## config.mk

```make
export PLATFORM = sky130hd
export DESIGN_NAME = lsu_top
export DESIGN_NICKNAME = d
export VERILOG_FILES = /design/src/source/bus_pkg.sv /design/src/source/load_pkg.sv /design/src/source/fetch_if.sv /design/src/source/shift_if.sv /design/src/source/align_shifter.sv /design/src/source/load_sequencer.sv /design/src/source/lsu_top.sv /design/src/source/wb_read_master.sv
export VERILOG_INCLUDE_DIRS = /design/src /design/src/source
export SDC_FILE = /design/constraint.sdc
export NUM_CORES = 1
export LEC_CHECK = 0
export ABC_CLOCK_PERIOD_IN_PS = 4600
export BUFFER_PORTS_ARGS = -buffer_cell sky130_fd_sc_hd__buf_2
export CORE_MARGIN = 2
export CORE_UTILIZATION = 25
export CTS_BUF_LIST = sky130_fd_sc_hd__clkbuf_2 sky130_fd_sc_hd__clkbuf_4 sky130_fd_sc_hd__clkbuf_8
export CTS_CLUSTER_DIAMETER = 40
export CTS_CLUSTER_SIZE = 14
export DETAILED_ROUTE_END_ITERATION = 12
export GPL_ROUTABILITY_DRIVEN = 1
export PLACE_DENSITY_LB_ADDON = 0.3
export SYNTH_ARGS = -nofsm -noshare
export SYNTH_HDL_FRONTEND = slang
export SYNTH_SLANG_ARGS = --single-unit
```

## constraint.sdc

```tcl
create_clock -name clk -period 4.6 [get_ports clk]
set_clock_uncertainty 0.05 [all_clocks]
set_input_delay 0.46 -clock clk [delete_from_list [all_inputs] [get_ports clk]]
set_output_delay 0.46 -clock clk [all_outputs]
set_load 0.05 [all_outputs]
```

## src/source/lsu_macros.svh

```systemverilog
// Width and count macros shared by the load unit
// Data path, rotate register and rotation counter sizes

`ifndef LSU_MACROS_SVH
`define LSU_MACROS_SVH

// Bus and load data width
`define LSU_XLEN 32

// Rotate register holds two bus words
`define LSU_SHIFT_BITS 64

// Rotations that move the low half into the high half
`define LSU_HALF_ROTATE 32

// Rotation counter width, enough for a half rotate
`define LSU_COUNT_W 6

`endif

```

## src/source/bus_pkg.sv

```systemverilog
// Bus-facing vector types
// Data words, byte addresses and word addresses

`include "lsu_macros.svh"

package bus_pkg;

    // Bus read data and load result
    typedef logic [`LSU_XLEN-1:0] data_word_t;

    // Full byte address as seen by the core
    typedef logic [`LSU_XLEN-1:0] byte_addr_t;

    // Word address, byte offset bits removed
    // Next word is a plain increment that wraps
    typedef logic [`LSU_XLEN-3:0] word_addr_t;

endpackage

```

## src/source/load_pkg.sv

```systemverilog
// Load encoding and access size types
// Byte offset, rotation count and sequencer state types

`include "lsu_macros.svh"

package load_pkg;

    // RISC-V load funct3 encodings
    // Values 3, 6 and 7 are undefined and load as words returning zero
    typedef enum logic [2:0] {
        LB  = 3'b000,
        LH  = 3'b001,
        LW  = 3'b010,
        LBU = 3'b100,
        LHU = 3'b101
    } load_funct_t;

    // Access size after decode
    typedef enum logic [1:0] {
        BYTE      = 2'd0,
        HALF_WORD = 2'd1,
        WORD      = 2'd2
    } access_size_t;

    // Byte position within a bus word
    typedef logic [1:0] byte_offset_t;

    // Number of one-bit rotations
    typedef logic [`LSU_COUNT_W-1:0] rot_count_t;

    // Sequencer states
    // High word is only fetched for unaligned requests
    typedef enum logic [2:0] {
        IDLE,
        FETCH_HIGH,
        ROTATE_HIGH,
        FETCH_LOW,
        ALIGN
    } load_state_t;

endpackage

```

## src/source/fetch_if.sv

```systemverilog
// Fetch channel between the load sequencer and the bus read master
// One read per req, ended by done or fail

`timescale 1ns/1ps

interface fetch_if;
    import bus_pkg::*;

    // Start pulse, only while no read is pending
    logic req;
    // Held for the whole read including retries
    word_addr_t word_addr;
    // Exactly one of these pulses per req
    logic done;
    logic fail;
    // Valid while done is high
    data_word_t rdata;

    modport seq (
        output req, word_addr,
        input  done, fail, rdata
    );

    modport master (
        input  req, word_addr,
        output done, fail, rdata
    );

endinterface

```

## src/source/shift_if.sv

```systemverilog
// Control channel between the load sequencer and the alignment shifter
// Capture, rotate requests and extension select

`timescale 1ns/1ps

interface shift_if;
    import bus_pkg::*;
    import load_pkg::*;

    // Writes word into the low half of the rotate register
    logic capture;
    data_word_t word;
    // Rotation request, amount held with the pulse
    logic rot_start;
    rot_count_t rot_amount;
    // Cycle after the last one-bit rotation
    logic rot_done;
    // Picks sign or zero extension of the result
    load_funct_t funct;

    modport seq (
        output capture, word, rot_start, rot_amount, funct,
        input  rot_done
    );

    modport shifter (
        input  capture, word, rot_start, rot_amount, funct,
        output rot_done
    );

endinterface

```

## src/source/align_shifter.sv

```systemverilog
// 64-bit rotate register with its rotation counter
// Sign and zero extension of the aligned load result

`timescale 1ns/1ps
`include "lsu_macros.svh"

module align_shifter (
    input  logic                clk,
    input  logic                rst_n,
    shift_if.shifter            shift,
    output bus_pkg::data_word_t load_data
);
    import load_pkg::*;

    // Only the low half is written and read, the high half is reached by rotating
    logic [`LSU_SHIFT_BITS-1:0] shift_reg;

    // Rotations still to do after the current one
    rot_count_t rot_left;
    logic       busy;
    // Current rotation only stages a word into the high half
    logic       staging;

    // A nonzero request rotates on the same edge it is sampled
    logic       rot_active;
    rot_count_t rot_now;

    logic [`LSU_XLEN-1:0] ext_data;

    assign rot_active = busy || (shift.rot_start && shift.rot_amount != '0);
    assign rot_now    = busy ? rot_left : shift.rot_amount;

    // Right rotation by one bit, new word lands in the low half
    always_ff @(posedge clk)
    begin
        if (shift.capture)
            shift_reg[`LSU_XLEN-1:0] <= shift.word;
        else if (rot_active)
            shift_reg <= {shift_reg[0], shift_reg[`LSU_SHIFT_BITS-1:1]};
    end

    always_ff @(posedge clk)
    begin
        if (!rst_n)
        begin
            busy           <= 1'b0;
            staging        <= 1'b0;
            rot_left       <= '0;
            shift.rot_done <= 1'b0;
        end
        else
        begin
            shift.rot_done <= 1'b0;
            if (shift.rot_start)
                staging <= (shift.rot_amount == rot_count_t'(`LSU_HALF_ROTATE));
            // Zero amount finishes at once
            if (shift.rot_start && shift.rot_amount == '0)
                shift.rot_done <= 1'b1;
            else if (rot_active)
            begin
                rot_left <= rot_now - 1'b1;
                if (rot_now == rot_count_t'(1))
                begin
                    busy           <= 1'b0;
                    shift.rot_done <= 1'b1;
                end
                else
                    busy <= 1'b1;
            end
        end
    end

    // Extension from the low half, undefined funct gives zero
    always_comb
    begin
        case (shift.funct)
            LB:      ext_data = {{(`LSU_XLEN-8){shift_reg[7]}}, shift_reg[7:0]};
            LH:      ext_data = {{(`LSU_XLEN-16){shift_reg[15]}}, shift_reg[15:0]};
            LW:      ext_data = shift_reg[`LSU_XLEN-1:0];
            LBU:     ext_data = {{(`LSU_XLEN-8){1'b0}}, shift_reg[7:0]};
            LHU:     ext_data = {{(`LSU_XLEN-16){1'b0}}, shift_reg[15:0]};
            default: ext_data = '0;
        endcase
    end

    // Result is taken when the final alignment ends and held until the next one
    always_ff @(posedge clk)
    begin
        if (shift.rot_done && !staging)
            load_data <= ext_data;
    end

    // Sequencer waits for rot_done before any new rotation or capture
    assert property (@(posedge clk) disable iff (!rst_n)
        (shift.rot_start || shift.capture) |-> !busy);

endmodule

```

## src/source/load_sequencer.sv

```systemverilog
// Load request sequencer
// Decodes size and alignment, orders fetches and rotations

`timescale 1ns/1ps
`include "lsu_macros.svh"

module load_sequencer (
    input  logic                  clk,
    input  logic                  rst_n,
    input  logic                  cyc,
    input  load_pkg::load_funct_t funct3,
    input  bus_pkg::byte_addr_t   address,
    output logic                  ack,
    output logic                  err,
    output logic                  data_valid,
    fetch_if.seq                  fetch,
    shift_if.seq                  shift
);
    import bus_pkg::*;
    import load_pkg::*;

    load_state_t state;

    // Request latched at acceptance
    load_funct_t req_funct;
    byte_addr_t  req_addr;

    access_size_t size;
    byte_offset_t offset;
    logic         unaligned;
    word_addr_t   base_word;
    word_addr_t   next_word;
    rot_count_t   align_amount;

    // Undefined funct3 values decode as word
    always_comb
    begin
        case (req_funct)
            LB, LBU: size = BYTE;
            LH, LHU: size = HALF_WORD;
            default: size = WORD;
        endcase
    end

    assign offset    = req_addr[1:0];
    // Half word crossing at offset 3, word at any nonzero offset
    assign unaligned = (offset == 2'd3 && size != BYTE) || (offset != 2'd0 && size == WORD);
    assign base_word = req_addr[`LSU_XLEN-1:2];
    // Wraps at the top of the address space
    assign next_word = base_word + 1'b1;
    // 8 bits per byte of offset
    assign align_amount = rot_count_t'({offset, 3'b000});

    // Fetched data goes straight into the low half
    assign shift.capture = fetch.done && (state == FETCH_HIGH || state == FETCH_LOW);
    assign shift.word    = fetch.rdata;
    assign shift.funct   = req_funct;

    // Funct3 and address captured in the cycle cyc is accepted
    always_ff @(posedge clk)
    begin
        if (state == IDLE && !ack && cyc)
        begin
            req_funct <= funct3;
            req_addr  <= address;
        end
    end

    always_ff @(posedge clk)
    begin
        if (!rst_n)
        begin
            state           <= IDLE;
            ack             <= 1'b0;
            err             <= 1'b0;
            data_valid      <= 1'b0;
            fetch.req       <= 1'b0;
            shift.rot_start <= 1'b0;
        end
        else
        begin
            ack             <= 1'b0;
            err             <= 1'b0;
            data_valid      <= 1'b0;
            fetch.req       <= 1'b0;
            shift.rot_start <= 1'b0;
            case (state)
                IDLE:
                begin
                    // Ack cycle launches the first read from the latched request
                    if (ack)
                    begin
                        fetch.req       <= 1'b1;
                        fetch.word_addr <= unaligned ? next_word : base_word;
                        state           <= unaligned ? FETCH_HIGH : FETCH_LOW;
                    end
                    else if (cyc)
                        ack <= 1'b1;
                end
                FETCH_HIGH:
                begin
                    // Move the high word into the upper half
                    if (fetch.done)
                    begin
                        shift.rot_start  <= 1'b1;
                        shift.rot_amount <= rot_count_t'(`LSU_HALF_ROTATE);
                        state            <= ROTATE_HIGH;
                    end
                    else if (fetch.fail)
                    begin
                        err   <= 1'b1;
                        state <= IDLE;
                    end
                end
                ROTATE_HIGH:
                begin
                    if (shift.rot_done)
                    begin
                        fetch.req       <= 1'b1;
                        fetch.word_addr <= base_word;
                        state           <= FETCH_LOW;
                    end
                end
                FETCH_LOW:
                begin
                    if (fetch.done)
                    begin
                        shift.rot_start  <= 1'b1;
                        shift.rot_amount <= align_amount;
                        state            <= ALIGN;
                    end
                    else if (fetch.fail)
                    begin
                        err   <= 1'b1;
                        state <= IDLE;
                    end
                end
                ALIGN:
                begin
                    if (shift.rot_done)
                    begin
                        data_valid <= 1'b1;
                        state      <= IDLE;
                    end
                end
                default: state <= IDLE;
            endcase
        end
    end

    // A request ends in exactly one way
    assert property (@(posedge clk) disable iff (!rst_n) !(data_valid && err));

endmodule

```

## src/source/lsu_top.sv

```systemverilog
// Load unit top level
// Sequencer, Wishbone read master and alignment shifter

`timescale 1ns/1ps

module lsu_top (
    input  logic                  clk,
    input  logic                  rst_n,
    // Core request side
    input  logic                  cyc,
    input  load_pkg::load_funct_t funct3,
    input  bus_pkg::byte_addr_t   address,
    output logic                  ack,
    output logic                  err,
    output logic                  data_valid,
    output bus_pkg::data_word_t   load_data,
    // Wishbone read master side
    input  logic                  wb_ack,
    input  logic                  wb_err,
    input  logic                  wb_rty,
    input  bus_pkg::data_word_t   wb_rdata,
    output logic                  wb_cyc,
    output logic                  wb_stb,
    output bus_pkg::byte_addr_t   wb_adr
);

    fetch_if fetch_bus ();
    shift_if shift_bus ();

    // Request decode and ordering
    load_sequencer u_seq (
        .clk        (clk),
        .rst_n      (rst_n),
        .cyc        (cyc),
        .funct3     (funct3),
        .address    (address),
        .ack        (ack),
        .err        (err),
        .data_valid (data_valid),
        .fetch      (fetch_bus),
        .shift      (shift_bus)
    );

    // Single word reads with retry
    wb_read_master u_master (
        .clk      (clk),
        .rst_n    (rst_n),
        .fetch    (fetch_bus),
        .wb_ack   (wb_ack),
        .wb_err   (wb_err),
        .wb_rty   (wb_rty),
        .wb_rdata (wb_rdata),
        .wb_cyc   (wb_cyc),
        .wb_stb   (wb_stb),
        .wb_adr   (wb_adr)
    );

    // Rotate register and extension
    align_shifter u_shifter (
        .clk       (clk),
        .rst_n     (rst_n),
        .shift     (shift_bus),
        .load_data (load_data)
    );

endmodule

```

## src/source/wb_read_master.sv

```systemverilog
// Wishbone read master for single word reads
// Reissues on retry, reports ack as done and err as fail

`timescale 1ns/1ps

module wb_read_master (
    input  logic                clk,
    input  logic                rst_n,
    fetch_if.master             fetch,
    input  logic                wb_ack,
    input  logic                wb_err,
    input  logic                wb_rty,
    input  bus_pkg::data_word_t wb_rdata,
    output logic                wb_cyc,
    output logic                wb_stb,
    output bus_pkg::byte_addr_t wb_adr
);

    // Set for the idle cycle between a retry and the reissued read
    logic retry_gap;

    // Termination decode, ack wins over err, err over rty
    logic term_ack;
    logic term_err;
    logic term_rty;

    assign term_ack = wb_cyc && wb_ack;
    assign term_err = wb_cyc && !wb_ack && wb_err;
    assign term_rty = wb_cyc && !wb_ack && !wb_err && wb_rty;

    // Address is held by the sequencer until done or fail
    assign wb_adr = {fetch.word_addr, 2'b00};

    // Results go straight back to the sequencer
    assign fetch.done  = term_ack;
    assign fetch.fail  = term_err;
    assign fetch.rdata = wb_rdata;

    always_ff @(posedge clk)
    begin
        if (!rst_n)
        begin
            wb_cyc    <= 1'b0;
            wb_stb    <= 1'b0;
            retry_gap <= 1'b0;
        end
        else if (fetch.req || retry_gap)
        begin
            // New read, or the same read again after the gap
            wb_cyc    <= 1'b1;
            wb_stb    <= 1'b1;
            retry_gap <= 1'b0;
        end
        else if (term_ack || term_err || term_rty)
        begin
            // Any termination drops the cycle
            wb_cyc    <= 1'b0;
            wb_stb    <= 1'b0;
            retry_gap <= term_rty;
        end
    end

    // Strobe only inside a bus cycle
    assert property (@(posedge clk) disable iff (!rst_n) wb_stb |-> wb_cyc);

    // Sequencer never starts a read while one is pending or being retried
    assert property (@(posedge clk) disable iff (!rst_n)
        fetch.req |-> !wb_cyc && !retry_gap);

endmodule

```

Word-level counts from Yosys, hierarchy flattened
Cells that the tools add are included.
Widths: inputs -> output; s select.
{"block": "totals", "ff_bits": 186, "output_inout_bits": 69, "elab_cells": 121, "in_bits": 73}
{"block": "op_classes", "n_eq_ne": 17, "add_sub_neg": 2, "n_bitwise": 5, "reduce_logical": 46, "mux": 32}
{"operator": "$pmux 32 s5", "count": 1}
{"operator": "$mux 30", "count": 3}
{"operator": "$mux 32", "count": 2}
{"operator": "$pmux 30 s2", "count": 1}
{"operator": "$add 30x1->30 const B", "count": 1}
{"operator": "$mux 3", "count": 6}
{"operator": "$mux 6", "count": 3}
{"operator": "$pmux 3 s5", "count": 1}
{"operator": "$logic_and 1x1->1", "count": 13}
{"operator": "$pmux 6 s2", "count": 1}
{"operator": "$reduce_bool 2->1", "count": 6}
{"operator": "$mux 1", "count": 11}
{"operator": "$ne 2x1->1 const B", "count": 5}
{"operator": "$eq 3x2->1 const B", "count": 3}
{"operator": "$eq 3x3->1 const B", "count": 3}
{"operator": "$reduce_and 2->1", "count": 4}
{"operator": "$reduce_and 4->1", "count": 2}
{"operator": "$reduce_or 2->1", "count": 4}
{"operator": "$eq 3x1->1 const B", "count": 2}
{"operator": "$eq 6x1->1 const B", "count": 1}
{"operator": "$eq 6x6->1 const B", "count": 1}
{"operator": "$logic_not 3->1", "count": 2}
{"operator": "$logic_not 6->1", "count": 1}
{"operator": "$logic_or 1x1->1", "count": 6}
{"operator": "other kinds (10)", "count": 19}

Longest topological paths before layout
Gate-level depths: netlist (run 1).
{"block": "depth", "word_depth": 9, "depth_mapped": 9, "mapped_depth_nobuf": 9}

Hierarchy
A second synthesis (run 1) with hierarchy kept.
{"block": "hier_totals", "hier_cells": 649, "hier_area_um2": 8622.0}
{"module": "align_shifter", "cells_each": 314, "seq_area_each_um2": 3062.9, "n_inst": 1, "area_each_um2": 4448.0}
{"module": "load_sequencer", "cells_each": 260, "seq_area_each_um2": 2202.1, "n_inst": 1, "area_each_um2": 3583.4}
{"module": "wb_read_master", "cells_each": 75, "seq_area_each_um2": 40.0, "n_inst": 1, "area_each_um2": 590.6}

Worst setup path after synthesis (run 1)
No wires, ideal clock.
{"block": "synth_timing", "path_type": "flip-flop to flip-flop", "startpoint": "register u_seq.ack", "endpoint": "register u_seq.fetch.word_addr[0], enable pin", "period_less_slack_ps": 3480, "setup_slack_ps": 1120, "n_path_buf": 0, "path_stages_with_launch": 3, "arrival_time_ps": 2975, "required_ps": 4095, "setup_ps": 455, "cell_sequence": "dfxtp_1 -> mux2i_1 -> nor3_1"}
{"block": "synth_between", "elab_chain_cells": 2}
{"element": "start, declared", "line": "load_sequencer.sv:13", "source": "output logic ack,"}
{"element": "start signal, assigned", "line": "load_sequencer.sv:74", "source": "ack <= 1'b0;"}
{"element": "start signal, assigned", "line": "load_sequencer.sv:82", "source": "ack <= 1'b0;"}
{"element": "start signal, assigned", "line": "load_sequencer.sv:98", "source": "ack <= 1'b1;"}
{"element": "$ne 2x1->1 (no line)"}
{"element": "$reduce_and 4->1 (no line)"}
{"element": "end signal, assigned", "line": "load_sequencer.sv:94", "source": "fetch.word_addr <= unaligned ? next_word : base_word;"}
{"element": "end signal, assigned", "line": "load_sequencer.sv:120", "source": "fetch.word_addr <= base_word;"}
{"element": "end, declared", "line": "fetch_if.sv:20", "source": "output req, word_addr,"}
No other way between the ends.
A chain may end at the register's enable or synchronous reset.

Final worst setup path (run 1)
{"block": "layout_timing", "startpoint": "register u_seq.shift.rot_amount[5]", "endpoint": "register u_shifter.shift_reg[9], enable pin"}
{"block": "layout_between", "elab_chain_cells": 4}
{"element": "start, declared", "line": "shift_if.sv:22", "source": "output capture, word, rot_start, rot_amount, funct,"}
{"element": "start signal, assigned", "line": "load_sequencer.sv:106", "source": "shift.rot_amount <= rot_count_t'(`LSU_HALF_ROTATE);"}
{"element": "start signal, assigned", "line": "load_sequencer.sv:129", "source": "shift.rot_amount <= align_amount;"}
{"element": "$reduce_bool 6->1", "line": "align_shifter.sv:30", "source": "assign rot_active = busy || (shift.rot_start && shift.rot_amount != '0);"}
{"element": "$logic_and 1x1->1", "line": "align_shifter.sv:30"}
{"element": "$logic_or 1x1->1", "line": "align_shifter.sv:30"}
{"element": "$reduce_bool 2->1 (no line)"}
{"element": "end signal, assigned by index", "line": "align_shifter.sv:37", "source": "shift_reg[`LSU_XLEN-1:0] <= shift.word;"}
{"element": "end signal, assigned", "line": "align_shifter.sv:39", "source": "shift_reg <= {shift_reg[0], shift_reg[`LSU_SHIFT_BITS-1:1]};"}
{"element": "end, declared", "line": "align_shifter.sv:16", "source": "logic [`LSU_SHIFT_BITS-1:0] shift_reg;"}
No other way between the ends.

==> results of run 1 <==
-- synth_stat cells (2+ instances only) --
| master | instances | area (µm²) |
|---|---|---|
| clkbuf_1 | 19 | 71.32 |
| a211oi_1 | 2 | 15.01 |
| o22ai_1 | 2 | 12.51 |
| buf_4 | 3 | 22.52 |
| o221ai_1 | 2 | 17.52 |
| a22oi_1 | 2 | 15.01 |
| a21oi_1 | 34 | 170.2 |
| inv_1 | 6 | 22.52 |
| nor3_1 | 7 | 35.03 |
| mux2i_1 | 4 | 40.04 |
| nor4b_1 | 2 | 17.52 |
| nand2_1 | 143 | 536.8 |
| or2_2 | 2 | 12.51 |
| nand2b_1 | 3 | 18.77 |
| buf_2 | 3 | 15.01 |
| and2_1 | 2 | 12.51 |
| nor4_1 | 3 | 18.77 |
| or3_1 | 3 | 18.77 |
| dfxtp_1 | 19 | 380.4 |
| and3_1 | 7 | 43.79 |
| edfxtp_1 | 164 | 4925 |
| nand4_1 | 9 | 56.30 |
| xor2_1 | 5 | 43.79 |
| nor2_1 | 22 | 82.58 |
| a21o_1 | 2 | 15.01 |
| nor3b_1 | 2 | 15.01 |
| a31oi_1 | 3 | 18.77 |
| ha_1 | 3 | 37.54 |
| xnor2_1 | 25 | 219.0 |
| nor2b_1 | 14 | 87.58 |
| nand3_1 | 19 | 95.09 |
| o21ai_0 | 16 | 80.08 |
-- cell type report --
class / instances / area [µm²]
timing repair buffer: 146 / 748.2
sequential: 183 / 5305
clock buffer: 17 / 234.0
clock inverter: 15 / 178.9
fill: 2901 / 19910
multi-input combinational: 353 / 1891
antenna: 1 / 2.502
tap: 384 / 480.5
inverter: 7 / 26.28
-- path summary, 6_finish.rpt --
check	start	end	depth (start not counted)
min	address[12]	u_seq.req_addr[12]	1
min reg2reg	u_shifter.shift_reg[34]	u_shifter.shift_reg[33]	0
max reg2reg	u_seq.shift.rot_amount[5]	u_shifter.shift_reg[9]	5
max	u_seq.shift.rot_amount[5]	u_shifter.shift_reg[9]	5
-- cell families after synthesis --
family	Yosys count	share of synthesized area
AND/OR/NAND/NOR	246	0.1546
flip-flops	183	0.7242
AO/OA/AOI/OAI	68	0.05380
buffers and inverters	34	0.02049
XOR/XNOR	30	0.03587
multiplexers	4	0.005466
adder cells (fa/ha/maj)	3	0.005124
other	1	0.0005119
-- routing by layer --
metal / track usage / vias up
met5: 0 / -
met4: 0.03125 / 0
met3: 0.03329 / 6
met2: 0.1647 / 134
met1: 0.1430 / 2144
li1: - / 2306
-- per-stage QoR --
step / std cells / utilization
after floorplan: 570 / -
after global placement: 1073 / 0.2936
after detailed placement: 1073 / 0.2936
after CTS: 1105 / 0.3080
after global routing: 1106 / 0.3081
final: 1106 / 0.3081
-- report_power, final --
part,internal [mW],switching [mW],leakage (nW)
registers,1.89,0.0515,1.65
logic,0.0902,0.184,1.37
clock network,0.463,0.659,0.209
==> run_results.csv, run 1 <==
group,metric,value,unit
placed_design,dp_hpwl,10950,µm
grt,antenna_found_initial,2,
critical_path,cp.required,4.74,ns
synthesis,ys_ff_latch,183,
timing,whs,0.1052,ns
critical_path,crit_family,"simple AND/OR/NAND/NOR gates",
cells_and_area,mostFrequentLayoutCell,"edfxtp_1",
timing,fmax,0.4210,GHz
cts,htreeDepth,4,
critical_path,max_stage_delay,0.57,ns
cts,cts_resized,0,
detailed_routing,vias,4590,
floorplanning,die_area,0.03069,mm²
synthesis,ys_types,49,
detailed_routing,dr.max_layer_used,"met4",
power_and_ir_drop,ir_worst_vdd,0.0001653,V
detailed_routing,wl_per_cell,14.45,µm
power_and_ir_drop,p_leak,3.226,nW
critical_path,crit_top_cell,"nor2_1",
synthesis,synthesis.area,0.007326,mm²
cts,clkLatencyLatePin,0.46,ns
hold_path,hp-class,"in -> reg",
timing,rsz0062_at_grt,"false",
placed_design,port_buffers,139,
detailed_routing,wl_met1,7675,µm
critical_path,cp_slowest_cell,"nor3_1",
cells_and_area,final_area,0.008866,mm²
detailed_routing,wl_met3,895,µm
run,drv_cap,0,
detailed_routing,via_per_inst,4.150,
placed_design,pre_cts_ws,2.210,ns
timing,finalWorstSetupSlack,2.225,ns
timing,tns,0,ns
detailed_routing,wirelength,15980,µm
synthesis,yosysWarnings,0,
detailed_routing,wl_met2,7307,µm
cts,cts_setup_buffers,0,
timing,slew_headroom,0.3619,
critical_path,startpoint_type,"register",
placed_design,post_dp_cell_area,0.008451,mm²
critical_path,arrival,2.52,ns
cts,cts_tree,"yes",
critical_path,crit_buf_inv,1,
cells_and_area,largest_reg_flops,64,
cts,cts.sinks,183,
synthesis,synthCells,569,
critical_path,crit_chain,"nor3_1 > nor2_1 > nor2_1 > nand2_1 > buf_4",
cts,cts_hold_buf,0,
placed_design,place.gp.congestion,0.7964,
critical_path,path_max_fanout,21,
floorplanning,core,0.02878,mm²
cts,cts_root_buf,"clkbuf_8",
synthesis,synth_edf_count,164,
critical_path,rrSetupSlack,2.22,ns
detailed_routing,drt-initial-drc-count,258,
timing,hold_viol,0,
grt,grt_overflow_total,0,
synthesis,async_flop_share,0,
critical_path,critical_path_class,"reg -> reg",
synthesis,seq_area_frac_synth,0.7242,
grt,grt_usage,0.1064,
synthesis,syn_area_per_cell,12.87,µm²
cts,cts_max_path_buffers,2,
critical_path,worstSetupEndpointType,"register",
grt,grt_pass1_wl,24930,µm
floorplanning,die_w,175.2,µm
cells_and_area,final_nets,784,
floorplanning,start_util,0.2545,
status,status,"finished, final reports clean",
cells_and_area,drive_gt1_frac,0.2621,
power_and_ir_drop,finalPower,3.334,mW
detailed_routing,final_antenna_net_count,0,
synthesis,synth_flop_cell,"edfxtp_1",
grt,grt_pass1_vias,4525,
detailed_routing,drc,0,
cts,cts-buffers-inserted,17,
power_and_ir_drop,power.density,376.1,mW/mm²
cells_and_area,layout_common_cells,"edfxtp_1, nand2_1, buf_2",
timing,tightestPinTransition,0.9551,ns
detailed_routing,first_pass_iters,4,
timing,min_period_over_period,0.5164,
floorplanning,ioPinCount,142,
timing,setup_viol,0,
cts,clk_pin_slew_worst_paths,0.12,ns
cells_and_area,synthToLayoutAreaGrowth,21.02,%
timing,final_max_slew_viol_count,0,
grt,grt_max_degree,37,
timing,layout_min_cycle_time,2.375,ns
floorplanning,die_y,175.2,µm
floorplanning,fp-row-count,62,
No activity file was read; power rests on OpenSTA's default activity.
==> run 2: changes to the inputs <==
--- a/config.mk
+++ b/config.mk
@@ -6,7 +6,7 @@
 export SDC_FILE = /design/constraint.sdc
 export NUM_CORES = 1
 export LEC_CHECK = 0
-export ABC_CLOCK_PERIOD_IN_PS = 4600
+export ABC_CLOCK_PERIOD_IN_PS = 1950
 export BUFFER_PORTS_ARGS = -buffer_cell sky130_fd_sc_hd__buf_2
 export CORE_MARGIN = 2
 export CORE_UTILIZATION = 25
==> constraint.sdc (replaced) <==
create_clock -name clk -period 1.95 [get_ports clk]
set_clock_uncertainty 0.05 [all_clocks]
set_input_delay 0.195 -clock clk [delete_from_list [all_inputs] [get_ports clk]]
set_output_delay 0.195 -clock clk [all_outputs]
set_load 0.05 [all_outputs]
==> run_results.csv, run 2 (same netlist as run 1, synthesis figures left out) <==
group,metric,value,unit
status,status,"finished, final reports clean",
hold_path,min_delay_path_depth,3,
grt,grt_pass1_vias,5150,
floorplanning,die_y,175.2,µm
detailed_routing,wl_met3,857,µm
power_and_ir_drop,ir_worst_vdd,0.0004891,V
critical_path,path_max_fanout,5,
cts,clkLatencyLatePin,0.47,ns
timing,setup_viol,0,
critical_path,cp_slowest_cell,"or4_4",
detailed_routing,first_pass_iters,4,
detailed_routing,wl_met1,8016,µm
cts,cts.sinks,183,
cells_and_area,layout_common_cells,"edfxtp_1, nand2_1, buf_2",
hold_path,min_to,"u_seq.state[0]",
timing,final_max_slew_viol_count,0,
placed_design,place_inst,1110,
grt,grt_overflow_total,0,
hold_path,hp-class,"in -> reg",
critical_path,crit_family,"simple AND/OR/NAND/NOR gates",
critical_path,r2r-start,"u_seq.req_addr[12]",
hold_path,worstHoldStart,"wb_ack",
placed_design,place.gp.congestion,0.7845,
cts,cts_tree,"yes",
detailed_routing,drc,0,
detailed_routing,vias,5104,
timing,rsz0062_at_grt,"true",
floorplanning,core,0.02878,mm²
critical_path,reg2reg_depth,5,
cts,cts_root_buf,"clkbuf_8",
cells_and_area,largest_reg_flops,64,
detailed_routing,wl_met2,8110,µm
cells_and_area,final-seq-area,0.005314,mm²
cts,cts-buffers-inserted,17,
critical_path,crit_buf_inv,0,
cells_and_area,final_nets,895,
grt,antenna_found_initial,0,
timing,min_period_over_period,0.9773,
cts,clk_pin_slew_worst_paths,0.12,ns
timing,fmax,0.5247,GHz
detailed_routing,wl_per_cell,14.26,µm
critical_path,startpoint_type,"register",
cts,htreeDepth,4,
floorplanning,fp-row-count,62,
cts,cts_max_path_buffers,2,
grt,grt_max_degree,36,
floorplanning,ioPinCount,142,
floorplanning,die_w,175.2,µm
cells_and_area,drive_gt1_frac,0.2837,
critical_path,critical_path_class,"reg -> reg",
cells_and_area,nFillCells,2819,
timing,hold_viol,0,
run,drv_cap,0,
placed_design,dp_hpwl,11780,µm
detailed_routing,wirelength,17340,µm
floorplanning,start_util,0.2545,
detailed_routing,drt-initial-drc-count,264,
critical_path,arrival,2.07,ns
critical_path,cp.required,2.12,ns
grt,grt_pass1_wl,27610,µm
detailed_routing,final_antenna_net_count,0,
power_and_ir_drop,power.density,816.0,mW/mm²
grt,grt_usage,0.1148,
timing,tightestPinTransition,0.5922,ns
timing,layout_min_cycle_time,1.906,ns
floorplanning,die_area,0.03069,mm²
critical_path,worstSetupEndpointType,"register",
cells_and_area,finalNonFillerCells,1216,
detailed_routing,dr.max_layer_used,"met4",
power_and_ir_drop,p_leak,3.765,nW
power_and_ir_drop,finalPower,8.214,mW
cells_and_area,multi_input_area,0.001932,mm²
cells_and_area,mostFrequentLayoutCell,"edfxtp_1",
critical_path,rrSetupSlack,0.04,ns
critical_path,max_stage_delay,0.54,ns
critical_path,crit_chain,"nand4_2 > or4_4 > a211oi_4 > nand3_1 > xnor2_1",
cells_and_area,synthToLayoutAreaGrowth,37.40,%
timing,slew_headroom,0.6052,
critical_path,r2r-end,"u_seq.fetch.word_addr[19]",
detailed_routing,via_per_inst,4.197,
cells_and_area,diodes,0,
placed_design,port_buffers,139,
## run 2: changes by cell type in the layout (fill, tap and decap cells not counted), moves of 2 or more
| cell | change |
|---|---|
| dfxtp_1 | -3 |
| buf_4 | +30 |
| buf_12 | +8 |
| dfxtp_4 | +2 |
| inv_12 | +5 |
| clkinv_8 | +2 |
| inv_8 | -2 |
| dlygate4sd3_1 | +73 |
## run 2: metrics by stage
| stage | worst slack, ns | TNS [ns] | utilization | instance area (µm²) | hold slack, ns |
|---|---|---|---|---|---|
| 2_1_floorplan | 0.0007859 | 0 | - | 7386 | 0.2222 |
| 3_3_place_gp | 0.02785 | 0 | 0.3078 | 8857 | 0.3219 |
| 3_5_place_dp | -0.003253 | -0.003253 | 0.3078 | 8857 | 0.3233 |
| 4_1_cts | 0.02418 | 0 | 0.3487 | 10040 | 0.003373 |
| 5_1_grt | -0.07272 | -0.2477 | 0.3498 | 10070 | 0.01639 |
| 6_report | 0.04423 | 0 | 0.3498 | 10070 | 0.03892 |
## run 2: what timing repair did
item / 4_1_cts / 5_1_grt
hold buffers: 73 / 0
cloned: 0 / 0
pin swaps: 1 / 2
gates resized for setup: 0 / 4
buffers inserted: 0 / 1
setup endpoints to repair: 4 / 9
hold endpoints to repair: 73 / 0
## run 2: report_power, final
group	internal [mW]	switching, mW	total (mW)
clock	1.05	1.70	2.75
combinational	0.408	0.525	0.933
sequential	4.45	0.0854	4.53
## run 2: how the worst max path moves through the flow
stage                                 to  depth (start not counted)                from  slack, ns
6_report       u_seq.fetch.word_addr[19]                          5  u_seq.req_addr[12]       0.04
5_1_grt        u_seq.fetch.word_addr[19]                          5  u_seq.req_addr[12]      -0.07
4_1_cts        u_seq.fetch.word_addr[19]                          5  u_seq.req_addr[13]       0.02
3_5_place_dp   u_seq.fetch.word_addr[19]                          5  u_seq.req_addr[13]     -0.003
3_3_place_gp   u_seq.fetch.word_addr[19]                          5  u_seq.req_addr[12]       0.03
2_1_floorplan    u_shifter.shift_reg[32]                          5      u_seq.state[2]     0.0008
## run 2: per-layer routing
metal,track usage,up-vias
met4,0.04167,0
li1,-,2532
met3,0.02807,24
met1,0.1527,2405
met5,0,-
met2,0.1818,143
## run 2: cell type report
type / count / area share
clock inverter: 15 / 0.02126
timing repair buffer: 257 / 0.1852
multi-input combinational: 353 / 0.1919
sequential: 183 / 0.5279
clock buffer: 17 / 0.02324
inverter: 7 / 0.002735
tap: 384 / 0.04773
## run 2: tightest hold or removal path: cells and delay by family
family	cells	cell delay, ns
and+or+nand+nor	1	0.12
AOI/OAI and AO/OA	1	0.08
buffers and inverters	1	0.11
